## src/hw/rs_pkg.sv

```systemverilog
//----------------------------------------
// rs decoder package
// field constants, GF(2^4) arithmetic, stage structs
//----------------------------------------
`default_nettype none

package rs_pkg;

  // field and code sizes
  localparam int M        = 4;   // symbol width
  localparam int N        = 15;  // codeword length
  localparam int CHECK    = 4;   // parity symbols
  localparam int IRRPOL   = 19;  // x^4 + x + 1
  localparam int GENSTART = 0;   // first generator root exponent
  localparam int CNT_W    = $clog2(CHECK + 1);

  // register map
  localparam logic [1:0] CFG_CTRL  = 2'd0;
  localparam logic [1:0] CFG_WORDS = 2'd1;
  localparam logic [1:0] CFG_FAILS = 2'd2;
  localparam logic [1:0] CFG_SYMS  = 2'd3;

  typedef logic [M-1:0] sym_t;

  // position 0 is the last symbol received
  typedef struct packed {
    sym_t [N-1:0] sym;
    logic [N-1:0] eras;
  } cw_t;

  typedef struct packed {
    sym_t [CHECK-1:0] syndrome;
    sym_t [CHECK-1:0] eras_root;  // ascending position
    logic [3:0]       eras_num;
    logic             nonzero;
    cw_t              cw;         // travels with the data
  } syn_t;

  typedef struct packed {
    sym_t [CHECK:0]   loc_poly;
    sym_t [CHECK-1:0] omega;
    logic             eras_fail;
    logic             nonzero;
    cw_t              cw;
  } loc_t;

  typedef struct packed {
    sym_t [N-1:0] data;
    logic         decfail;
    logic [3:0]   num_err;
    logic         nonzero;
  } res_t;

  typedef struct packed {
    logic       done;     // one cycle per word
    logic       decfail;
    logic [3:0] num_err;
  } stat_t;

  //----------------------------------------
  // GF(2^M) arithmetic
  //----------------------------------------

  function automatic sym_t gf_mult(sym_t a, sym_t b);
    logic [2*M-2:0] p;
    p = '0;
    for (int i = 0; i < M; i++)
      if (b[i]) p = p ^ ((2*M-1)'(a) << i);  // carryless product
    for (int i = 2*M-2; i >= M; i--)
      if (p[i]) p = p ^ (IRRPOL[2*M-2:0] << (i - M));  // fold back by field poly
    return p[M-1:0];
  endfunction

  // alpha^e with e taken mod N
  function automatic sym_t gf_alpha_pow(int e);
    int   re;
    sym_t r;
    re = e % N;
    if (re < 0) re = re + N;
    r = sym_t'(1);
    for (int i = 0; i < N; i++)
      if (i < re) r = gf_mult(r, sym_t'(2));
    return r;
  endfunction

  // a^(2^M-2), zero maps to zero
  function automatic sym_t gf_inv(sym_t a);
    sym_t r;
    r = sym_t'(1);
    for (int i = 0; i < (1 << M) - 2; i++)
      r = gf_mult(r, a);
    return r;
  endfunction

endpackage

`default_nettype wire

```

## src/hw/rs_chien_forney.sv

```systemverilog
//----------------------------------------
// chien search and forney correction
// root search, error values, result req/ack
//----------------------------------------
`timescale 1ns/1ps
`default_nettype none

module rs_chien_forney (
  input  logic          iclk,
  input  logic          ireset,
  input  logic          loc_val,
  input  rs_pkg::loc_t  loc,
  output logic          loc_take,
  input  logic          correct_en,
  output logic          res_req,
  output rs_pkg::res_t  res,
  input  logic          res_ack,
  output rs_pkg::stat_t stat
);
  import rs_pkg::*;

  typedef enum logic [1:0] {ST_IDLE, ST_SEARCH, ST_FIN} state_t;

  state_t       state;
  logic [3:0]   pos;
  logic         stat_done;
  sym_t         lterm [CHECK+1];   // lambda_k * alpha^(-k*pos)
  sym_t         oterm [CHECK];     // omega terms with the forney scale folded in
  sym_t [N-1:0] data, errv;
  logic         eras_fail, nonzero, fail;
  logic [3:0]   deg, loc_deg, nroots, ncorr;
  sym_t         lsum, lodd, osum, errval;

  // next word only once the host has released the last one
  assign loc_take = (state == ST_IDLE) && loc_val && !res_req && !res_ack;

  always_comb begin
    lsum    = '0;
    lodd    = '0;
    osum    = '0;
    loc_deg = '0;
    for (int k = 0; k <= CHECK; k++) begin
      lsum = lsum ^ lterm[k];
      if (k % 2 == 1) lodd = lodd ^ lterm[k];      // x * derivative
      if (loc.loc_poly[k] != '0) loc_deg = 4'(k);
    end
    for (int k = 0; k < CHECK; k++)
      osum = osum ^ oterm[k];
    errval = gf_mult(osum, gf_inv(lodd));
  end

  assign fail = eras_fail || (nroots != deg);

  always_ff @(posedge iclk or posedge ireset) begin
    if (ireset) begin
      state     <= ST_IDLE;
      pos       <= '0;
      res_req   <= 1'b0;
      stat_done <= 1'b0;
    end else begin
      stat_done <= 1'b0;
      if (res_ack) res_req <= 1'b0;
      case (state)
        ST_IDLE   : if (loc_take) begin
          state <= ST_SEARCH;
          pos   <= '0;
        end
        ST_SEARCH : begin
          pos <= pos + 1'b1;
          if (pos == 4'(N - 1)) state <= ST_FIN;
        end
        ST_FIN    : begin
          state     <= ST_IDLE;
          res_req   <= 1'b1;
          stat_done <= 1'b1;     // same cycle as res_req rise
        end
        default   : state <= ST_IDLE;
      endcase
    end
  end

  always_ff @(posedge iclk) begin
    if (loc_take) begin
      for (int k = 0; k <= CHECK; k++)
        lterm[k] <= loc.loc_poly[k];
      for (int k = 0; k < CHECK; k++)
        oterm[k] <= loc.omega[k];
      data      <= loc.cw.sym;
      errv      <= '0;
      eras_fail <= loc.eras_fail;
      nonzero   <= loc.nonzero;
      deg       <= loc_deg;
      nroots    <= '0;
      ncorr     <= '0;
    end else if (state == ST_SEARCH) begin
      for (int k = 0; k <= CHECK; k++)
        lterm[k] <= gf_mult(lterm[k], gf_alpha_pow(N - k));
      // X^-(CHECK+GENSTART) scale rides on the evaluator terms
      for (int k = 0; k < CHECK; k++)
        oterm[k] <= gf_mult(oterm[k], gf_alpha_pow(2*N - k - CHECK - GENSTART));
      if (lsum == '0) begin
        nroots    <= nroots + 1'b1;
        errv[pos] <= errval;
        if (errval != '0) ncorr <= ncorr + 1'b1;
      end
    end else if (state == ST_FIN) begin
      res.decfail <= fail;
      res.nonzero <= nonzero;
      if (correct_en && !fail) begin
        res.data    <= data ^ errv;
        res.num_err <= ncorr;
      end else begin
        res.data    <= data;        // pass through untouched
        res.num_err <= '0;
      end
    end
  end

  assign stat.done    = stat_done;
  assign stat.decfail = res.decfail;
  assign stat.num_err = res.num_err;

endmodule

`default_nettype wire

```

## src/hw/rs_decoder_regs.sv

```systemverilog
//----------------------------------------
// control register and statistics counters
//----------------------------------------
`timescale 1ns/1ps
`default_nettype none

module rs_decoder_regs (
  input  logic          iclk,
  input  logic          ireset,
  input  logic          cfg_we,
  input  logic [1:0]    cfg_addr,
  input  logic [31:0]   cfg_wdata,
  output logic [31:0]   cfg_rdata,
  input  rs_pkg::stat_t stat,
  output logic          correct_en
);
  import rs_pkg::*;

  logic [31:0] words;   // decoded words
  logic [31:0] fails;   // words with decfail
  logic [31:0] syms;    // corrected symbols

  // a write to a counter clears it
  always_ff @(posedge iclk or posedge ireset) begin
    if (ireset) begin
      correct_en <= 1'b1;
      words      <= '0;
      fails      <= '0;
      syms       <= '0;
    end else begin
      if (cfg_we && cfg_addr == CFG_CTRL) correct_en <= cfg_wdata[0];
      if (cfg_we && cfg_addr == CFG_WORDS) words <= '0;
      else if (stat.done) words <= words + 1'b1;
      if (cfg_we && cfg_addr == CFG_FAILS) fails <= '0;
      else if (stat.done && stat.decfail) fails <= fails + 1'b1;
      if (cfg_we && cfg_addr == CFG_SYMS) syms <= '0;
      else if (stat.done) syms <= syms + 32'(stat.num_err);
    end
  end

  always_comb begin
    case (cfg_addr)
      CFG_CTRL  : cfg_rdata = {31'b0, correct_en};
      CFG_WORDS : cfg_rdata = words;
      CFG_FAILS : cfg_rdata = fails;
      default   : cfg_rdata = syms;
    endcase
  end

endmodule

`default_nettype wire

```

## src/hw/rs_decoder_top.sv

```systemverilog
//----------------------------------------
// rs decoder top level
// syndrome, berlekamp, chien/forney, registers
//----------------------------------------
`timescale 1ns/1ps
`default_nettype none

module rs_decoder_top (
  input  logic         iclk,
  input  logic         ireset,
  input  logic         in_req,
  input  rs_pkg::cw_t  in_data,
  output logic         in_ack,
  output logic         res_req,
  output rs_pkg::res_t res,
  input  logic         res_ack,
  input  logic         cfg_we,
  input  logic [1:0]   cfg_addr,
  input  logic [31:0]  cfg_wdata,
  output logic [31:0]  cfg_rdata
);
  import rs_pkg::*;

  //----------------------------------------
  // stage links
  //----------------------------------------
  logic  syn_val, bm_ready;
  syn_t  syn;
  logic  loc_val, loc_take;
  loc_t  loc;
  stat_t stat;
  logic  correct_en;

  rs_syndrome i_rs_syndrome (
    .iclk     (iclk),
    .ireset   (ireset),
    .in_req   (in_req),
    .in_data  (in_data),
    .in_ack   (in_ack),
    .bm_ready (bm_ready),
    .syn_val  (syn_val),
    .syn      (syn)
  );

  rs_eras_berlekamp i_rs_eras_berlekamp (
    .iclk     (iclk),
    .ireset   (ireset),
    .bm_ready (bm_ready),
    .syn_val  (syn_val),
    .syn      (syn),
    .loc_val  (loc_val),
    .loc      (loc),
    .loc_take (loc_take)
  );

  rs_chien_forney i_rs_chien_forney (
    .iclk       (iclk),
    .ireset     (ireset),
    .loc_val    (loc_val),
    .loc        (loc),
    .loc_take   (loc_take),
    .correct_en (correct_en),
    .res_req    (res_req),
    .res        (res),
    .res_ack    (res_ack),
    .stat       (stat)
  );

  rs_decoder_regs i_rs_decoder_regs (
    .iclk       (iclk),
    .ireset     (ireset),
    .cfg_we     (cfg_we),
    .cfg_addr   (cfg_addr),
    .cfg_wdata  (cfg_wdata),
    .cfg_rdata  (cfg_rdata),
    .stat       (stat),
    .correct_en (correct_en)
  );

endmodule

`default_nettype wire

```

## src/hw/rs_eras_berlekamp.sv

```systemverilog
//----------------------------------------
// erasure berlekamp stage
// reformulated inversionless BM with erasure init
//----------------------------------------
`timescale 1ns/1ps
`default_nettype none

module rs_eras_berlekamp (
  input  logic         iclk,
  input  logic         ireset,
  output logic         bm_ready,
  input  logic         syn_val,
  input  rs_pkg::syn_t syn,
  output logic         loc_val,
  output rs_pkg::loc_t loc,
  input  logic         loc_take
);
  import rs_pkg::*;

  typedef enum logic [2:0] {
    ST_WAIT,
    ST_EPOLY,   // erasure locator product
    ST_EDONE,   // seed BM from erasure locator
    ST_OMEGA,   // modified syndromes
    ST_BMINIT,
    ST_BMSTEP,
    ST_HOLD     // result parked until taken
  } state_t;

  state_t state, state_nxt;

  logic [3:0]       eras_num;
  logic             eras_fail, eras_zero, eras_max;
  logic [CNT_W-1:0] cnt, cnt_r_level;
  logic             cnt_done, cnt_r_done;
  logic             nonzero;
  cw_t              cw;

  sym_t l_poly [CHECK+1];   // locator
  sym_t b_poly [CHECK+1];
  sym_t gamma  [CHECK+1];   // discrepancies, evaluator at the end
  sym_t tetta  [CHECK+1];
  sym_t sh_reg [CHECK];
  sym_t sigma;
  sym_t kv;                 // signed step counter, msb is sign

  assign cnt_r_done = (cnt == cnt_r_level);

  always_comb begin
    state_nxt = state;
    case (state)
      ST_WAIT   : if (syn_val) state_nxt = ST_EPOLY;
      ST_EPOLY  : if (cnt_done) state_nxt = ST_EDONE;
      ST_EDONE  : state_nxt = eras_zero ? ST_BMINIT : ST_OMEGA;
      ST_OMEGA  : if (cnt_r_done) state_nxt = ST_BMINIT;
      ST_BMINIT : state_nxt = eras_max ? ST_HOLD : ST_BMSTEP;  // locator full of erasures
      ST_BMSTEP : if (cnt_done) state_nxt = ST_HOLD;
      ST_HOLD   : if (loc_take) state_nxt = ST_WAIT;
      default   : state_nxt = ST_WAIT;
    endcase
  end

  always_ff @(posedge iclk or posedge ireset) begin
    if (ireset) begin
      state    <= ST_WAIT;
      bm_ready <= 1'b0;
      cnt      <= '0;
      cnt_done <= 1'b0;
    end else begin
      state    <= state_nxt;
      bm_ready <= (state_nxt == ST_WAIT);
      // step counter carries over from omega into BM steps
      if (state == ST_WAIT || state == ST_EDONE) begin
        cnt      <= CNT_W'(CHECK);
        cnt_done <= 1'b0;
      end else if (state == ST_EPOLY || state == ST_OMEGA || state == ST_BMSTEP) begin
        cnt      <= cnt - 1'b1;
        cnt_done <= (cnt <= 2);
      end
    end
  end

  // erasure decode, settles long before first use
  always_ff @(posedge iclk) begin
    eras_fail   <= (eras_num > CHECK);
    eras_zero   <= (eras_num == '0);
    eras_max    <= eras_fail || (eras_num == CHECK);
    cnt_r_level <= eras_fail ? CNT_W'(1) : CNT_W'(CHECK + 1 - int'(eras_num));
  end

  always_ff @(posedge iclk) begin
    case (state)
      ST_WAIT : if (syn_val) begin
        eras_num <= syn.eras_num;
        nonzero  <= syn.nonzero;
        cw       <= syn.cw;
        for (int i = 0; i < CHECK; i++) begin
          gamma[i]  <= syn.syndrome[i];
          tetta[i]  <= syn.syndrome[i];
          sh_reg[i] <= syn.eras_root[i];
        end
        gamma[CHECK] <= '0;
        tetta[CHECK] <= '0;
        for (int i = 0; i <= CHECK; i++) begin
          l_poly[i] <= (i == 0) ? sym_t'(1) : '0;
          b_poly[i] <= (i == 0) ? sym_t'(1) : '0;
        end
        sigma <= sym_t'(1);
        kv    <= '0;
      end
      ST_EPOLY : begin
        // multiply by (1 + root x), unused roots are zero
        for (int i = 1; i <= CHECK; i++)
          l_poly[i] <= l_poly[i] ^ gf_mult(sh_reg[0], l_poly[i-1]);
        for (int k = 0; k < CHECK - 1; k++)
          sh_reg[k] <= sh_reg[k+1];
        sh_reg[CHECK-1] <= '0;
      end
      ST_EDONE : begin
        b_poly <= l_poly;
        for (int k = 0; k < CHECK; k++)
          sh_reg[k] <= l_poly[k+1];  // erasure locator coeffs 1..CHECK
      end
      ST_OMEGA : begin
        for (int i = 0; i < CHECK; i++)
          gamma[i] <= gamma[i+1] ^ gf_mult(sh_reg[0], tetta[i]);
        for (int k = 0; k < CHECK - 1; k++)
          sh_reg[k] <= sh_reg[k+1];
        sh_reg[CHECK-1] <= '0;
      end
      ST_BMINIT : tetta <= gamma;
      ST_BMSTEP : begin
        l_poly[0] <= gf_mult(sigma, l_poly[0]);
        for (int i = 1; i <= CHECK; i++)
          l_poly[i] <= gf_mult(sigma, l_poly[i]) ^ gf_mult(gamma[0], b_poly[i-1]);
        for (int i = 0; i < CHECK; i++)
          gamma[i] <= gf_mult(sigma, gamma[i+1]) ^ gf_mult(gamma[0], tetta[i]);
        if (gamma[0] != '0 && !kv[M-1]) begin  // length change
          b_poly <= l_poly;
          for (int i = 0; i < CHECK; i++)
            tetta[i] <= gamma[i+1];
          sigma <= gamma[0];
          kv    <= ~kv;
        end else begin
          b_poly[0] <= '0;                       // times x
          for (int i = 1; i <= CHECK; i++)
            b_poly[i] <= b_poly[i-1];
          kv <= kv + 1'b1;
        end
      end
      default : ;
    endcase
  end

  assign loc_val = (state == ST_HOLD);

  always_comb begin
    for (int k = 0; k <= CHECK; k++)
      loc.loc_poly[k] = l_poly[k];
    for (int k = 0; k < CHECK; k++)
      loc.omega[k] = gamma[k];
    loc.eras_fail = eras_fail;
    loc.nonzero   = nonzero;
    loc.cw        = cw;
  end

endmodule

`default_nettype wire

```

## src/hw/rs_syndrome.sv

```systemverilog
//----------------------------------------
// syndrome stage
// input req/ack, horner syndromes, erasure roots
//----------------------------------------
`timescale 1ns/1ps
`default_nettype none

module rs_syndrome (
  input  logic         iclk,
  input  logic         ireset,
  input  logic         in_req,
  input  rs_pkg::cw_t  in_data,
  output logic         in_ack,
  input  logic         bm_ready,
  output logic         syn_val,
  output rs_pkg::syn_t syn
);
  import rs_pkg::*;

  typedef enum logic [1:0] {ST_IDLE, ST_CALC, ST_OFFER} state_t;

  state_t     state;
  logic [3:0] pos;              // symbol being folded in
  logic       start;
  cw_t        cw;
  sym_t       acc  [CHECK];     // horner accumulators
  sym_t       root [CHECK];
  logic [3:0] eras_num;

  // new word only with ack low and the last result gone
  assign start = (state == ST_IDLE) && in_req && !in_ack;

  always_ff @(posedge iclk or posedge ireset) begin
    if (ireset) begin
      state  <= ST_IDLE;
      in_ack <= 1'b0;
      pos    <= '0;
    end else begin
      if (start) in_ack <= 1'b1;
      else if (!in_req) in_ack <= 1'b0;  // four-phase release
      case (state)
        ST_IDLE  : if (start) begin
          state <= ST_CALC;
          pos   <= 4'(N - 1);            // highest degree first
        end
        ST_CALC  : begin
          pos <= pos - 1'b1;
          if (pos == '0) state <= ST_OFFER;
        end
        ST_OFFER : if (bm_ready) state <= ST_IDLE;  // handed over
        default  : state <= ST_IDLE;
      endcase
    end
  end

  always_ff @(posedge iclk) begin
    if (start) begin
      cw       <= in_data;
      eras_num <= '0;
      for (int j = 0; j < CHECK; j++) begin
        acc[j]  <= '0;
        root[j] <= '0;
      end
    end else if (state == ST_CALC) begin
      // s_j = s_j * alpha^(GENSTART+j) + r_pos
      for (int j = 0; j < CHECK; j++)
        acc[j] <= gf_mult(acc[j], gf_alpha_pow(GENSTART + j)) ^ cw.sym[pos];
      if (cw.eras[pos]) begin
        root[0] <= gf_alpha_pow(int'(pos));  // lowest position ends up in front
        for (int k = 1; k < CHECK; k++)
          root[k] <= root[k-1];
        eras_num <= eras_num + 1'b1;
      end
    end
  end

  assign syn_val = (state == ST_OFFER) && bm_ready;

  always_comb begin
    syn.nonzero = 1'b0;
    for (int j = 0; j < CHECK; j++) begin
      syn.syndrome[j]  = acc[j];
      syn.eras_root[j] = root[j];
      if (acc[j] != '0) syn.nonzero = 1'b1;
    end
    syn.eras_num = eras_num;
    syn.cw       = cw;
  end

endmodule

`default_nettype wire

```

## config.mk

```make
export PLATFORM = sky130hd
export DESIGN_NAME = rs_decoder_top
export DESIGN_NICKNAME = d
export VERILOG_FILES = /design/src/hw/rs_pkg.sv /design/src/hw/rs_chien_forney.sv /design/src/hw/rs_decoder_regs.sv /design/src/hw/rs_decoder_top.sv /design/src/hw/rs_eras_berlekamp.sv /design/src/hw/rs_syndrome.sv
export SDC_FILE = /design/constraint.sdc
export NUM_CORES = 1
export LEC_CHECK = 0
export BUFFER_PORTS_ARGS = -buffer_cell sky130_fd_sc_hd__clkbuf_2
export CAP_MARGIN = 20
export CELL_PAD_IN_SITES_DETAIL_PLACEMENT = 0
export CELL_PAD_IN_SITES_GLOBAL_PLACEMENT = 1
export CORE_MARGIN = 2
export CORE_UTILIZATION = 46
export CTS_CLUSTER_DIAMETER = 40
export DETAILED_ROUTE_END_ITERATION = 6
export GPL_ROUTABILITY_DRIVEN = 0
export PLACE_DENSITY = 0.76
export SYNTH_ARGS = -nofsm -noshare
export SYNTH_HDL_FRONTEND = slang
export SYNTH_SLANG_ARGS = --single-unit
```

## constraint.sdc

```tcl
create_clock -name iclk -period 19.24 [get_ports iclk]
set_input_delay 4.81 -clock iclk [delete_from_list [all_inputs] [get_ports iclk]]
set_output_delay 4.81 -clock iclk [all_outputs]
set_load 0.02 [all_outputs]
```

== After elaboration in Yosys (flattened, before gate mapping) ==
Memories as Yosys holds them, arrays and structs flattened.
Index checks and enable logic that the tools add are counted.
Widths: inputs -> output; s select.
Storage, ports and cells
  register bits: 546
  bits in writable memories: 84
  input bits: 114
  output and inout port bits: 100
  logic and storage cells: 1969
  memories: 5
Memory list
  i_rs_chien_forney.lterm: words 5, width 4, read ports 5, clocked after memory_dff 0, write ports 5, line rs_chien_forney.sv:27  | sym_t lterm [CHECK+1];
  i_rs_chien_forney.oterm: words 4, width 4, read ports 4, clocked after memory_dff 0, write ports 4, line rs_chien_forney.sv:28  | sym_t oterm [CHECK];
  i_rs_eras_berlekamp.sh_reg: words 4, width 4, read ports 4, clocked after memory_dff 0, write ports 4, line rs_eras_berlekamp.sv:43  | sym_t sh_reg [CHECK];
  i_rs_syndrome.acc: words 4, width 4, read ports 4, clocked after memory_dff 0, write ports 4, line rs_syndrome.sv:26  | sym_t acc [CHECK];
  i_rs_syndrome.root: words 4, width 4, read ports 4, clocked after memory_dff 0, write ports 4, line rs_syndrome.sv:27  | sym_t root [CHECK];
Cells by class
  $add $sub $neg: 12
  divide/modulo/power cells: 1
  magnitude comparators: 21
  equality and inequality tests: 25
  multiplexer cells: 1243
  bitwise operators: 465
  reductions and logical operators: 71
Operators by type and width (number)
  $mux 7: 430
  $mux 4: 268
  $mux 6: 145
  $mux 5: 145
  $not 2->2: 255
  $xor 7x6->7: 49
  $xor 7x7->7: 49
  $mux 32: 10
  $mux 3: 95
  $xor 7x5->7: 35
  $lt 5x32->1 const A: 7
  $mux 2: 93
  $pmux 16 s3: 3
  $lt 4x32->1 const A: 4
  $xor 4x4->4: 27
  $pmux 32 s3: 1
  $mux 20: 4
  $xor 4x5->5: 14
  $add 32x1->32 const B: 2
  $lt 3x32->1 const A: 2
  $bwmux 60: 1
  $mux 60: 1
  $pmux 20 s3: 1
  $xor 60x60->60: 1
  50 further kinds: 196

== Logic depth before layout (Yosys ltp) ==
Gate-level depths: netlist of run 1.
  depth in word-level cells: 305
  depth in mapped cells: 53
  gate-level depth less buffers: 46

== Hierarchy ==
From an unflattened synthesis of run 1, not the netlist that was laid out.
Unflattened totals
  cell total of the unflattened synthesis: 4070
  area total of the unflattened synthesis: 41000.6 um^2
By module, submodules not included
  rs_chien_forney: instances 1, cells each 1515, area an instance 15543.7 um^2, seq. area each 6576.3 um^2
  rs_eras_berlekamp: instances 1, cells each 1413, area an instance 13252.7 um^2, seq. area each 5485.3 um^2
  rs_syndrome: instances 1, cells each 532, area an instance 6383.6 um^2, seq. area each 3468.3 um^2
  rs_decoder_regs: instances 1, cells each 610, area an instance 5820.6 um^2, seq. area each 2428.6 um^2

== Worst setup path after synthesis of run 1 ==
OpenSTA, ideal clock, no wires.
  kind: register -> register
  start point: memory i_rs_chien_forney.lterm[0][13] in the netlist's numbering
  end point: register i_rs_chien_forney.ncorr[1]
  setup time: 128 ps
  arrival: 13873 ps
  setup slack: 5239 ps
  cell stages (with the launch flop): 49
  period minus slack after synthesis: 14001 ps
  cell sequence: edfxtp_1 > xnor2_4 > inv_2 > buf_2 > clkbuf_1 > clkbuf_1 > clkbuf_1 > buf_1 > ha_1 > clkbuf_1 > xor3_1 > and3_1 > nor3_1 > nor3_1 > o31a_1 > nor3_1 > xnor2_1 > mux2_2 > [... 13 more ...] > a21oi_1 > xnor2_2 > xnor3_1 > a221oi_2 > xnor3_1 > xnor2_1 > a221oi_1 > xor2_1 > xor2_1 > and2_1 > xnor2_1 > xnor3_1 > nand2_1 > xnor3_2 > xnor3_2 > o41ai_4 > mux2i_1 > nor2_1
RTL lines
  start: declaration: line rs_chien_forney.sv:27
  end signal: assignment: line rs_chien_forney.sv:104  | if (errval != '0) ncorr <= ncorr + 1'b1;
  end: declaration: line rs_chien_forney.sv:31  | logic [3:0] deg, loc_deg, nroots, ncorr;

==> results, run 1 <==
- The die is 292.8 um tall.
- The count of flip-flops with a built-in enable after synthesis is 431.
- Between clock sinks in the finished design, the worst skew comes to slightly above 0.08 ns.
- The number of gates resized after CTS was 0.
- When the netlist entered floorplanning its net count stood at about 4,000.
- The worst path needs 14.99 ns of the cycle, external delays included.
- The total detailed-routing wirelength is 99,190 um.
- By area the synthesized netlist is led by sky130_fd_sc_hd__edfxtp_1 34%, sky130_fd_sc_hd__xnor2_1 11%, sky130_fd_sc_hd__dfrtp_1 7.8%.
- Sequential elements use 45.64% of the synthesized area.
- The path category of the worst min-delay check is reg -> reg.
- Together, buffers and inverters on the worst path number 2.
- In the layout the commonest cells are 623 x sky130_fd_sc_hd__nand2_1, 493 x sky130_fd_sc_hd__xnor2_1, 431 x sky130_fd_sc_hd__edfxtp_1.
- The number of flip-flops in the largest register is 96.
- The via count of the first global-routing pass is 27,210.
- The die width is 292.8 um.
- The cell that appears most often on the critical path is sky130_fd_sc_hd__xnor3_1.
- TritonCTS created 95 clock buffers.
- At the later pin of the worst-skew pair, clock insertion delay measures 0.69 ns.
- The area inside the core boundary is approximately 0.08 mm^2.
- The number of slew-limit violations in the final report is 0.
- After detailed routing, the number of remaining DRC violations is 0.
- Of the cells placed in the final design, the portion with a size suffix greater than 1 is between 10 and 15%.
- The worst path arrival time is between 15 and 20 ns.
- The final count of hold timing violations came to 0.
- The number of clock sinks is ~630.
- Setup repair after global routing left no endpoint under its margin.
- Max-cap violations in this run came to 0.
- The worst path uses 77.92% of the clock period.
- For this configuration, the core starts out at a cell density of 46.57%.
- The cell count after synthesis is 3,831.
- The Yosys step of the flow raised 0 warnings.
- After synthesis the cells add up to approximately 0.038 mm^2.
- The H-tree level count is 3.
- The flow ran to the end, and the final reports show no timing, DRC or antenna violations.
- The category of the most critical setup path is reg -> reg.
- The multi-input combinational cells in the finished layout cover a total of 0.01981 mm^2.
- The library cell used most frequently in the layout, excluding fill and tap cells, is sky130_fd_sc_hd__nand2_1.
- The filler cell count is approximately 7,300.
- The detail route stage leaves a number of antenna-violating nets equal to 0.
- The type of destination of the critical path is a flop.
- Entering global routing, the biggest net connects between 80 and 90 pins.
- The most common flop cell mapped by yosys is sky130_fd_sc_hd__edfxtp_1.
- The largest area contributor in the synthesized netlist is sky130_fd_sc_hd__edfxtp_1.
- The share of the synthesized area in the top cell type is 33.74%.
- The sequential cell area is 0.01751 mm^2.
- The number of primary I/O pins is 214.
- The count of input and output buffers is 182.
- The kind of cell adding the most delay to the critical path is XOR/XNOR gates.
- The wire length of the first global-routing pass is 156,300 um.
- The final global-route overflow total is 0.
- In the final design database the tool counted 4,064 nets.
- The critical path data required time is 19.73 ns.
- No sink is reached through more buffers than the 3 on the longest clock path.
- The routed length per placed instance is 19.57 um.
- Counting distinct cell types in the post-synthesis netlist gives 105.
- The number of DRC markers in iteration 0 is around 2,300.
- The largest individual stage delay along the critical path comes from the cell sky130_fd_sc_hd__xnor3_2.
- In this run the tightest slew margin relative to its limit is 27.32%.
- Compared with the post-synthesis result, the final layout area differs by 13.17%.
- The post-synthesis area per instance is 10.01 um^2.
- The number of synthesized register bits is 629.
- The full die area is 0.08572 mm^2.
- Of all flip-flops after synthesis, the portion carrying an async set or reset was 19.08%.
- The global-route usage over all layers is 23.05%.
- The floorplan has ~110 rows.
- The total of endpoints with negative setup slack in the final report is 0.
- The critical path's largest stage delay is 0.63 ns.
- The CTS tree is yes.
- Summing over every cut layer, the via total after detailed routing is around 28,000.
- The total negative slack for setup checks is 0 ns.
- After clock tree synthesis, the setup repair step added 0 buffers.
- The clock root buffer is sky130_fd_sc_hd__clkbuf_16.
- STA classifies the critical path startpoint as a flop.
- Clock-pin slew was measured on the worst setup and hold paths at 0.06 ns.
- At the pin with the least slew margin, the transition time is 1.090 ns.
- The number of antenna violations at the first check in global routing is 1.
- In this run the worst path has a maximum fanout of 46.
- The via-per-instance ratio is 5.479.
- The number of hold buffers added after CTS was 0.
- After legalization and detailed placement, the total HPWL measured about 66,000 um.
- The iteration count of the initial detailed-routing pass is 7.
- Timing would allow up to approximately 67 MHz.
[worst paths after layout]
| kind | cells past startpoint | start | slack, ns | endpoint |
|---|---|---|---|---|
| max in group asynchronous | 3 | ireset | 13.73 | i_rs_chien_forney.state[0]$_DFFE_PP0P_ |
| min in group asynchronous | 2 | ireset | 4.23 | i_rs_decoder_regs.fails[24]$_DFFE_PP0P_ |
| hold reg to reg | 0 | i_rs_eras_berlekamp.loc[41]$_DFFE_PP_ | 0.41 | i_rs_chien_forney.data[26]$_DFFE_PP_ |
| setup / recovery | 43 | i_rs_chien_forney.lterm[0][13]$_DFFE_PP_ | 4.25 | i_rs_chien_forney.ncorr[1]$_SDFFE_PP0P_ |
| hold / removal | 0 | i_rs_eras_berlekamp.loc[41]$_DFFE_PP_ | 0.41 | i_rs_chien_forney.data[26]$_DFFE_PP_ |
| setup reg to reg | 43 | i_rs_chien_forney.lterm[0][13]$_DFFE_PP_ | 4.25 | i_rs_chien_forney.ncorr[1]$_SDFFE_PP0P_ |
[cells by family (layout without fill, tap and decap cells)]
group	count (synthesis)	count (layout)	synth area share (%)
other cells	0	1	0
compound gates	568	568	9.847
flops	629	629	45.64
xor+xnor	741	741	18.83
buf+inv	297	464	2.945
mux	191	191	5.910
simple gates	1372	1372	15.73
fa+ha+maj	33	33	1.096
[cells in the mapped netlist (7+ instances only)]
cell,n
sky130_fd_sc_hd__nand2_1,623
sky130_fd_sc_hd__xnor2_1,494
sky130_fd_sc_hd__edfxtp_1,431
sky130_fd_sc_hd__nor2_1,363
sky130_fd_sc_hd__clkbuf_1,195
sky130_fd_sc_hd__xor2_1,193
sky130_fd_sc_hd__o21ai_0,167
sky130_fd_sc_hd__dfrtp_1,119
sky130_fd_sc_hd__a21oi_1,107
sky130_fd_sc_hd__mux2i_1,100
sky130_fd_sc_hd__nand3_1,87
sky130_fd_sc_hd__dfxtp_1,78
sky130_fd_sc_hd__mux2_2,67
sky130_fd_sc_hd__nor3_1,55
sky130_fd_sc_hd__a22oi_1,51
sky130_fd_sc_hd__inv_1,50
sky130_fd_sc_hd__a22o_1,46
sky130_fd_sc_hd__buf_1,40
sky130_fd_sc_hd__and2_1,35
sky130_fd_sc_hd__and3_1,35
sky130_fd_sc_hd__ha_1,32
sky130_fd_sc_hd__nor2b_1,32
sky130_fd_sc_hd__nand4_1,30
sky130_fd_sc_hd__xnor3_1,28
sky130_fd_sc_hd__o22ai_1,26
sky130_fd_sc_hd__or3_1,25
sky130_fd_sc_hd__a211oi_1,23
sky130_fd_sc_hd__nand2b_1,22
sky130_fd_sc_hd__mux4_2,20
sky130_fd_sc_hd__o21a_1,17
sky130_fd_sc_hd__nor4_1,14
sky130_fd_sc_hd__o211ai_1,13
sky130_fd_sc_hd__a21o_1,12
sky130_fd_sc_hd__a31oi_1,11
sky130_fd_sc_hd__o21ai_1,11
sky130_fd_sc_hd__or2_2,9
sky130_fd_sc_hd__a221o_1,7
sky130_fd_sc_hd__or4_1,7
sky130_fd_sc_hd__xnor3_2,7
[cell type report]
class / instances / area share [%]
Multi-Input combinational cell: 2905 / 45.63
Clock buffer: 120 / 6.024
Inverter: 54 / 0.4871
Tap cell: 1070 / 3.084
Sequential cell: 629 / 40.33
Clock inverter: 58 / 1.479
Antenna cell: 1 / 0.005764
Timing Repair Buffer: 232 / 2.963
[per-layer routing]
layer	track usage, %	share of wire (%)
met1	31.73	45
met2	38.03	47
met3	3.263	4.9
met4	6.417	2.3
met5	0	0
[metrics by stage]
step | area (um^2) | instances | util (%) | hold WS [ns] | worst slack, ns
6_report | 43410 | 5069 | 52.70 | 0.4137 | 4.249
5_1_grt | 43410 | 5069 | 52.70 | 0.4198 | 3.209
4_1_cts | 43410 | 5068 | 52.70 | 0.4186 | 4.301
3_5_place_dp | 40150 | 4890 | 48.74 | 0.4045 | 4.373
3_3_place_gp | 40140 | 4889 | 48.74 | 0.4008 | 4.457
2_1_floorplan | 38360 | 3831 | - | 0.4003 | 5.239
Power of run 1 is not shown: default switching activity piles up to over one toggle a cycle in this logic, so the estimate is an artifact.
==> inputs of run 2 (changes only) <==
ABC_AREA = 1   (was default)
PLACE_DENSITY = 0.79   (was 0.76)
clock period = 15.55 ns   (was 19.24 ns; I/O delays follow)
==> run 2 against run 1 <==
First-iteration DRC count is 0.40% higher. Non-clock buffer count is 7 lower. Core utilization is 0.064 points higher. Count of clock-buffer cells in the layout stayed put. Register-to-register slack better by 0.24 ns. Area after synthesis is 0.22% lower. Critical path depth is 46 higher. Wire length is 1.5% higher. Largest cell class unchanged. Global-route usage is 0.24 points higher.
==> results, run 2 <==
- The number of primary I/O pins is 214.
- The final count of hold timing violations is 0.
- The worst-case clock buffer depth is 3.
- The H-tree was split into 3 levels.
- The most used flip-flop cell after synthesis is sky130_fd_sc_hd__edfxtp_1.
- Input and output buffers added on the ports amount to 182.
- The number of slew-limit violations in the final report is 0.
- The number of antenna violations at the first check in global routing is 0.
- The capturing point of the worst reg2reg path is i_rs_chien_forney.errv[46]$_SDFFE_PP0P_.
- The worst setup path is of the reg -> reg kind.
- The highest achievable clock rate is 90.39 MHz.
- The fraction of layout instances using a drive strength above 1 is approximately 13%.
- Excluding fillers, the count of instances in the completed layout stands at 5,934.
- The setup slack on the worst flop-to-flop path is 4.49 ns.
- Counting every sink on the clock net gives approximately 630.
- The final period demand of the worst path is 11.06 ns.
- The path category of the worst min-delay check is reg -> reg.
- Summing the sequential cell areas from Yosys gives a little under half of the chip area.
- The critical path's largest stage delay is around 0.73 ns.
- The HPWL after detailed placement is 69,940 um.
- The depth of the worst register-to-register path is 89.
- Of all nets on the critical path, the largest fanout is 39.
- After synthesis, the netlist uses 71 different library cells.
- The final net count is 4,929.
- The wire length of the first global-routing pass is 159,600 um.
- The total area of multi-input combinational cells is 0.01777 mm^2.
- Post-CTS timing repair inserted 0 buffers for setup.
- After clock tree synthesis, the repair step resized 0 gates.
- In the post-synthesis netlist, the cell with the most instances is sky130_fd_sc_hd__nand2_1.
- Including well taps, the total number of placed cells is 5,753.
- The floorplan step set the die width to 292.5 um.
- After synthesis, the largest area contributor takes up approximately a third of total cell area.
- After detailed routing, the number of remaining DRC violations is 0.
- The top cell types in the final layout, fill and taps aside, are 1,115 x sky130_fd_sc_hd__nand2_1, 544 x sky130_fd_sc_hd__inv_1, 431 x sky130_fd_sc_hd__edfxtp_1.
- Data on the critical path is required at its endpoint by roughly 16 ns.
- The area overhead of the layout relative to synthesis is 13.37%.
- STA classifies the critical path endpoint as a flop.
- At the pin with the least slew margin, the transition time is 1.034 ns.
- The quantity of hold-fixing buffers added after cts is 0.
- The worst slew margin relative to its limit is 30.89%.
- The number of max-cap violations is 0.
- Using the TritonRoute via totals, the vias-per-cell ratio works out to 5.191.
- The mapped netlist covers 0.03828 mm^2.
- During synthesis, Yosys emitted a total of 0 warnings.
- TritonCTS built the clock tree.
- The worst hold path begins at i_rs_eras_berlekamp.nonzero$_SDFFCE_PP1P_.
- Clock tree synthesis selected as its root buffer the cell sky130_fd_sc_hd__clkbuf_16.
- Counting every instance in the synthesized netlist gives 4,636.
- Leaving out fill and tap cells, the most frequent cell in the layout is sky130_fd_sc_hd__nand2_1.
- The number of cells on the worst hold path is 0.
- The total via count after detailed routing is approximately 30,000.
- Clock-pin slew was measured on the worst setup and hold paths at 0.06 ns.
- The fraction of registers with async set or reset after synthesis is 19.08%.
- Setup repair after global routing left no endpoint under its margin.
- The commonest cells after synthesis are 1,115 x sky130_fd_sc_hd__nand2_1, 545 x sky130_fd_sc_hd__inv_1, 431 x sky130_fd_sc_hd__edfxtp_1.
- The critical path launch point type is a flop.
- The count of standard-cell rows is between 100 and 150.
- The setup slack after layout is 4.486 ns.
- The total of endpoints with negative setup slack in the final report is 0.
- The flow ran to the end, and the final reports show no timing, DRC or antenna violations.
- The routed length per placed instance is 16.96 um.
- The post-route fraction of the period consumed by the critical path is between 70 and 80%.
- In this run the standard cell core region covers 0.08224 mm^2.
- The worst hold path terminates at i_rs_chien_forney.nonzero$_DFFE_PP_.
- Summed over all layers, the routed wires come to 100,600 um.
- The worst path arrival time is 11.57 ns.
- Before CTS, the worst setup slack after placement is 4.418 ns.
- The TritonCTS buffer count is 95.
- The via count of the first global-routing pass is 29,200.
- The number of DRC markers in iteration 0 is around 2,300.
- The detail route stage leaves a number of antenna-violating nets equal to 0.
- In this run, synthesis produced a sequential element count of 629.
- The sequential cell area is 0.01751 mm^2.
- The number of flip-flops in the largest register is between 90 and 100.
- The startpoint of the lowest-slack register-to-register path is i_rs_chien_forney.lterm[0][13]$_DFFE_PP_.
- The post-synthesis area per instance is 8.257 um^2.
- The global-route usage over all layers is 23.29%.
- Adding up every negative setup slack in the final design gives 0 ns.
- Of all cell types, the one taking the most synthesized area is sky130_fd_sc_hd__edfxtp_1.
- Sorting the synthesized cells by area gives the leading types as sky130_fd_sc_hd__edfxtp_1 34%, sky130_fd_sc_hd__nand2_1 11%, sky130_fd_sc_hd__dfrtp_1 7.8%.
- The full die area is about 0.086 mm^2.
- Measured along the y axis, the die boundary spans 292.5 um.
- The clock latency on the worst-skew pair is between 0.6 and 0.7 ns.
- Entering global routing, the biggest net connects between 70 and 80 pins.
- For this configuration, the core starts out at a cell density of 46.54%.
- The iteration count of the initial detailed-routing pass is 6.
- The cell type with the highest occurrence count on the critical path is sky130_fd_sc_hd__nand2_1.
- On the critical path, the stage with the largest delay is an instance of sky130_fd_sc_hd__inv_2.
- The filler cell count is 7,671.
- Yosys mapped a number of flops with a built-in enable equal to 431.
- The antenna cell count is 0.
- The number of nets in the synthesized netlist is approximately 4,800.
- The total overflow left after global routing is 0.
- Clock skew on the completed layout was measured at 0.09418 ns.
-- run 2: worst max path at each step --
stage / startpoint / end / slack, ns / cells after the start
global placement: i_rs_chien_forney.lterm[0][13]$_DFFE_PP_ / i_rs_chien_forney.errv[46]$_SDFFE_PP0P_ / 4.62 / 89
floorplan: in_req / i_rs_syndrome.acc[0][0]$_SDFFCE_PN0P_ / 2.09 / 4
finish: i_rs_chien_forney.lterm[0][13]$_DFFE_PP_ / i_rs_chien_forney.errv[46]$_SDFFE_PP0P_ / 4.49 / 89
CTS: i_rs_chien_forney.lterm[0][13]$_DFFE_PP_ / i_rs_chien_forney.errv[46]$_SDFFE_PP0P_ / 4.36 / 89
global route: i_rs_chien_forney.lterm[0][13]$_DFFE_PP_ / i_rs_chien_forney.errv[42]$_SDFFE_PP0P_ / 3.07 / 79
detailed placement: i_rs_chien_forney.lterm[0][13]$_DFFE_PP_ / i_rs_chien_forney.errv[50]$_SDFFE_PP0P_ / 4.42 / 89
-- run 2: area by class of cell --
cell class              count  area share, %
multi-input cells        3251          40.96
flip-flops and latches    629          40.35
clock inverters            59          1.805
clock buffers             120          5.882
repair buffers            225          2.872
well taps                1070          3.085
inverters                 580          5.051
-- run 2: layer usage --
layer	GRT usage [%]	wire, um	share of wire [%]	vias up
met3	2.595	4219	4.2	158
li1	-	-	-	15490
met4	7.004	2626	2.6	0
met2	39.59	48400	48	660
met5	0	0	0	-
met1	31.31	45400	45	14500
-- run 2: logic make-up (layout without fill, tap and decap cells) --
logic type / Yosys count / count (layout) / share of synthesized area [%]
AOI/OAI and AO/OA: 666 / 666 / 9.878
xor gates and xnor gates: 512 / 512 / 11.73
adders and majority gates: 33 / 33 / 1.098
buffers and inverters: 756 / 984 / 7.927
DFF: 629 / 629 / 45.74
muxes: 3 / 3 / 0.08172
and+or+nand+nor: 2037 / 2037 / 23.54
-- run 2: critical path: cells and delay by family, from the launching register on --
family                   cells  cell delay [ns]
AND/OR/NAND/NOR             75             7.70
buffers and inverters       10             1.36
adder cells (fa/ha/maj)      2             0.72
flip-flops                   1             0.46
AO/OA/AOI/OAI                1             0.34
XOR/XNOR                     1             0.32
-- run 2: metrics by stage --
stage | cell area (um^2) | hold WS, ns | util (%)
6_report | 43400 | 0.3994 | 52.77
5_1_grt | 43400 | 0.4159 | 52.77
4_1_cts | 43370 | 0.3956 | 52.73
3_5_place_dp | 40030 | 0.4045 | 48.68
3_3_place_gp | 40030 | 0.4007 | 48.68
2_1_floorplan | 38280 | 0.4003 | -
Power of run 2 is left out for the same reason.
==> inputs of run 3 (changes only) <==
ABC_AREA = 0   (was 1)
PLACE_DENSITY = 0.76   (was 0.79)
clock period = 10.6 ns   (was 15.55 ns; I/O delays follow)
==> run 3 against run 2 <==
The flow now finishes with violations (negative setup slack). Final area is 8.3% higher. Die area is 0.21% higher. First-iteration DRC count is 2.9% lower. Global-route usage is 0.28 points higher. Flip-flop and latch count stayed put.
==> results, run 3 (synthesized netlist as in run 1, its figures left out) <==
- The flow ran to the end, but the final reports show violations.
- The checks that failed: negative setup slack.
- The worst slew margin relative to its limit is about 29%.
- The category of the most critical setup path is reg -> reg.
- The overall die height is 292.8 um.
- The wire length of the first global-routing pass is approximately 160,000 um.
- The area overhead of the layout relative to synthesis is 22.55%.
- The count of standard-cell rows is 105.
- The number of max-cap violations is 0.
- The depth of the worst register-to-register path is 47.
- The cell type with the highest occurrence count on the critical path is sky130_fd_sc_hd__xnor3_2.
- CTS saw 629 sinks.
- Of all nets on the critical path, the largest fanout is 6.
- TritonCTS built the clock tree.
- The via count of the first global-routing pass was around 28,000.
- The path category of the worst min-delay check is reg -> reg.
- The fraction of layout instances using a drive strength above 1 is 22.89%.
- Tracing the worst setup path back leads to its startpoint at i_rs_chien_forney.lterm[0][13]$_DFFE_PP_.
- Global routing finished with a remaining overflow of 0.
- The quantity of hold-fixing buffers added after cts is 0.
- The placed instance area is approximately 0.042 mm^2.
- The final count of hold timing violations was 0.
- Setup repair after global routing could not meet its margin everywhere.
- In the final design database the tool counted ~4,300 nets.
- The routed length per placed instance is between 15 and 20 um.
- In this run the deepest clock path goes through 3 buffers.
- The startpoint of the lowest-slack register-to-register path is i_rs_chien_forney.lterm[0][13]$_DFFE_PP_.
- The number of DRC markers in iteration 0 is around 2,200.
- The global-route usage over all layers is approximately a quarter.
- The logic depth of the worst path, buffers included is 47.
- For this block, the via count after detailed routing is between 20,000 and 30,000.
- Setup violations remaining at the end of the flow were counted as 64.
- The clock transition at the registers of the reported paths is about 0.06 ns.
- The number of antenna violations at the first check in global routing is 1.
- The full die area is about 0.086 mm^2.
- The slowest stage of the critical path belongs to the cell sky130_fd_sc_hd__or4_1.
- The critical path data required time is 11.15 ns.
- The antenna cell count is 0.
- The residual antenna-violating net count after detailed routing is 0.
- The starting utilization of the core area is 46.57%.
- The critical path launch point type is a flop.
- The count of input and output buffers is 182.
- The final core utilization is 57.07%.
- In the layout the commonest cells are 618 x sky130_fd_sc_hd__nand2_1, 474 x sky130_fd_sc_hd__xnor2_1, 431 x sky130_fd_sc_hd__edfxtp_1.
- The post-route fraction of the period consumed by the critical path is 113.4%.
- The H-tree level count is 3.
- The buffering stage count on the worst path with inverters included is 6.
- The critical path's largest stage delay is 0.54 ns.
- Once routing completed, OpenROAD measured the worst setup slack at -1.418 ns.
- Entering global routing, the biggest net connects between 70 and 80 pins.
- The termination of the worst setup path is i_rs_chien_forney.ncorr[2]$_SDFFE_PP0P_.
- The final clock skew is about 0.081 ns.
- The endpoint identified for the worst register-to-register timing path is i_rs_chien_forney.ncorr[2]$_SDFFE_PP0P_.
- The slew at the pin closest to its max-slew limit is 1.054 ns.
- The iteration count of the initial detailed-routing pass is 5.
- The number of primary I/O pins is ~210.
- Summed over all layers, the routed wires come to 102,100 um.
- The number of DRC violations after detailed routing is 0.
- Static timing analysis puts the maximum clock frequency at 83.21 MHz.
- The origin of the worst min-delay path is i_rs_eras_berlekamp.loc[24]$_DFFE_PP_.
- The area inside the core boundary is a little over 0.08 mm^2.
- The commonest non-fill, non-tap cell in the layout is sky130_fd_sc_hd__nand2_1.
- The floorplan step set the die width to between 200 and 300 um.
- In the routed layout, each cell is associated on average with a via count of 5.398.
- After legalization and detailed placement, the total HPWL measured 68,250 um.
- The worst path in the final design needs a cycle of roughly 12 ns, including I/O delays and setup.
- The final non-filler cell area is 0.04701 mm^2.
- The tree is rooted in a sky130_fd_sc_hd__clkbuf_16.
- The worst path arrival time is 12.56 ns.
- Clock tree synthesis inserted a total of 101 buffers.
- The later pin in the worst-skew pair is clocked with a latency of approximately 0.7 ns.
- The number of flip-flops in the largest register is 96.
- The kind of cell adding the most delay to the critical path is XOR/XNOR gates.
- The number of slew-limit violations in the final report was 0.
- The type of destination of the critical path is a flop.
- The setup slack on the worst flop-to-flop path is -1.42 ns.
[run 3: layout make-up]
type / instances / area, um^2
Multi-Input combinational cell: 2905 / 20820
Clock buffer: 124 / 2801
Tap cell: 1070 / 1339
Inverter: 54 / 211.5
Sequential cell: 629 / 17510
Timing Repair Buffer: 505 / 3503
Clock inverter: 68 / 830.8
Fill cell: 7018 / 35360
[run 3: layer usage]
layer  share of wire [%]  track usage (%)  vias up
li1                    -                -    14040
met1                  45            32.59    14070
met2                  49            39.98      677
met3                 4.7            2.618      112
met4                 1.6            5.141        0
met5                   0                0        -
[run 3: metrics by stage]
stage	setup slack (ns)	hold WS, ns	setup TNS [ns]	cells
after floorplan	-1.745	0.4003	-88.25	3831
after global placement	-1.427	0.4007	-74.76	5105
after detailed placement	-1.565	0.4045	-83.60	5106
after CTS	-1.360	0.3904	-69.03	5336
after global routing	-1.936	0.4129	-106.98	5355
final	-1.418	0.3945	-73.72	5355
[run 3: worst min path at each step]
stage          slack [ns]                                    to  cells after the start
2_1_floorplan        0.40   i_rs_chien_forney.data[0]$_DFFE_PP_                      0
3_3_place_gp         0.40  i_rs_chien_forney.data[51]$_DFFE_PP_                      0
3_5_place_dp         0.40  i_rs_chien_forney.data[18]$_DFFE_PP_                      0
4_1_cts              0.39   i_rs_chien_forney.data[9]$_DFFE_PP_                      0
5_1_grt              0.41  i_rs_chien_forney.data[41]$_DFFE_PP_                      0
6_report             0.39   i_rs_chien_forney.data[9]$_DFFE_PP_                      0
[run 3: timing repair]
action | 4_1_cts | 5_1_grt
pin swaps | 44 | 30
gates resized for setup | 81 | 71
gates cloned | 0 | 0
buffers inserted | 39 | 19
setup endpoints to repair | 64 | 64
Power of run 3 is left out for the same reason.
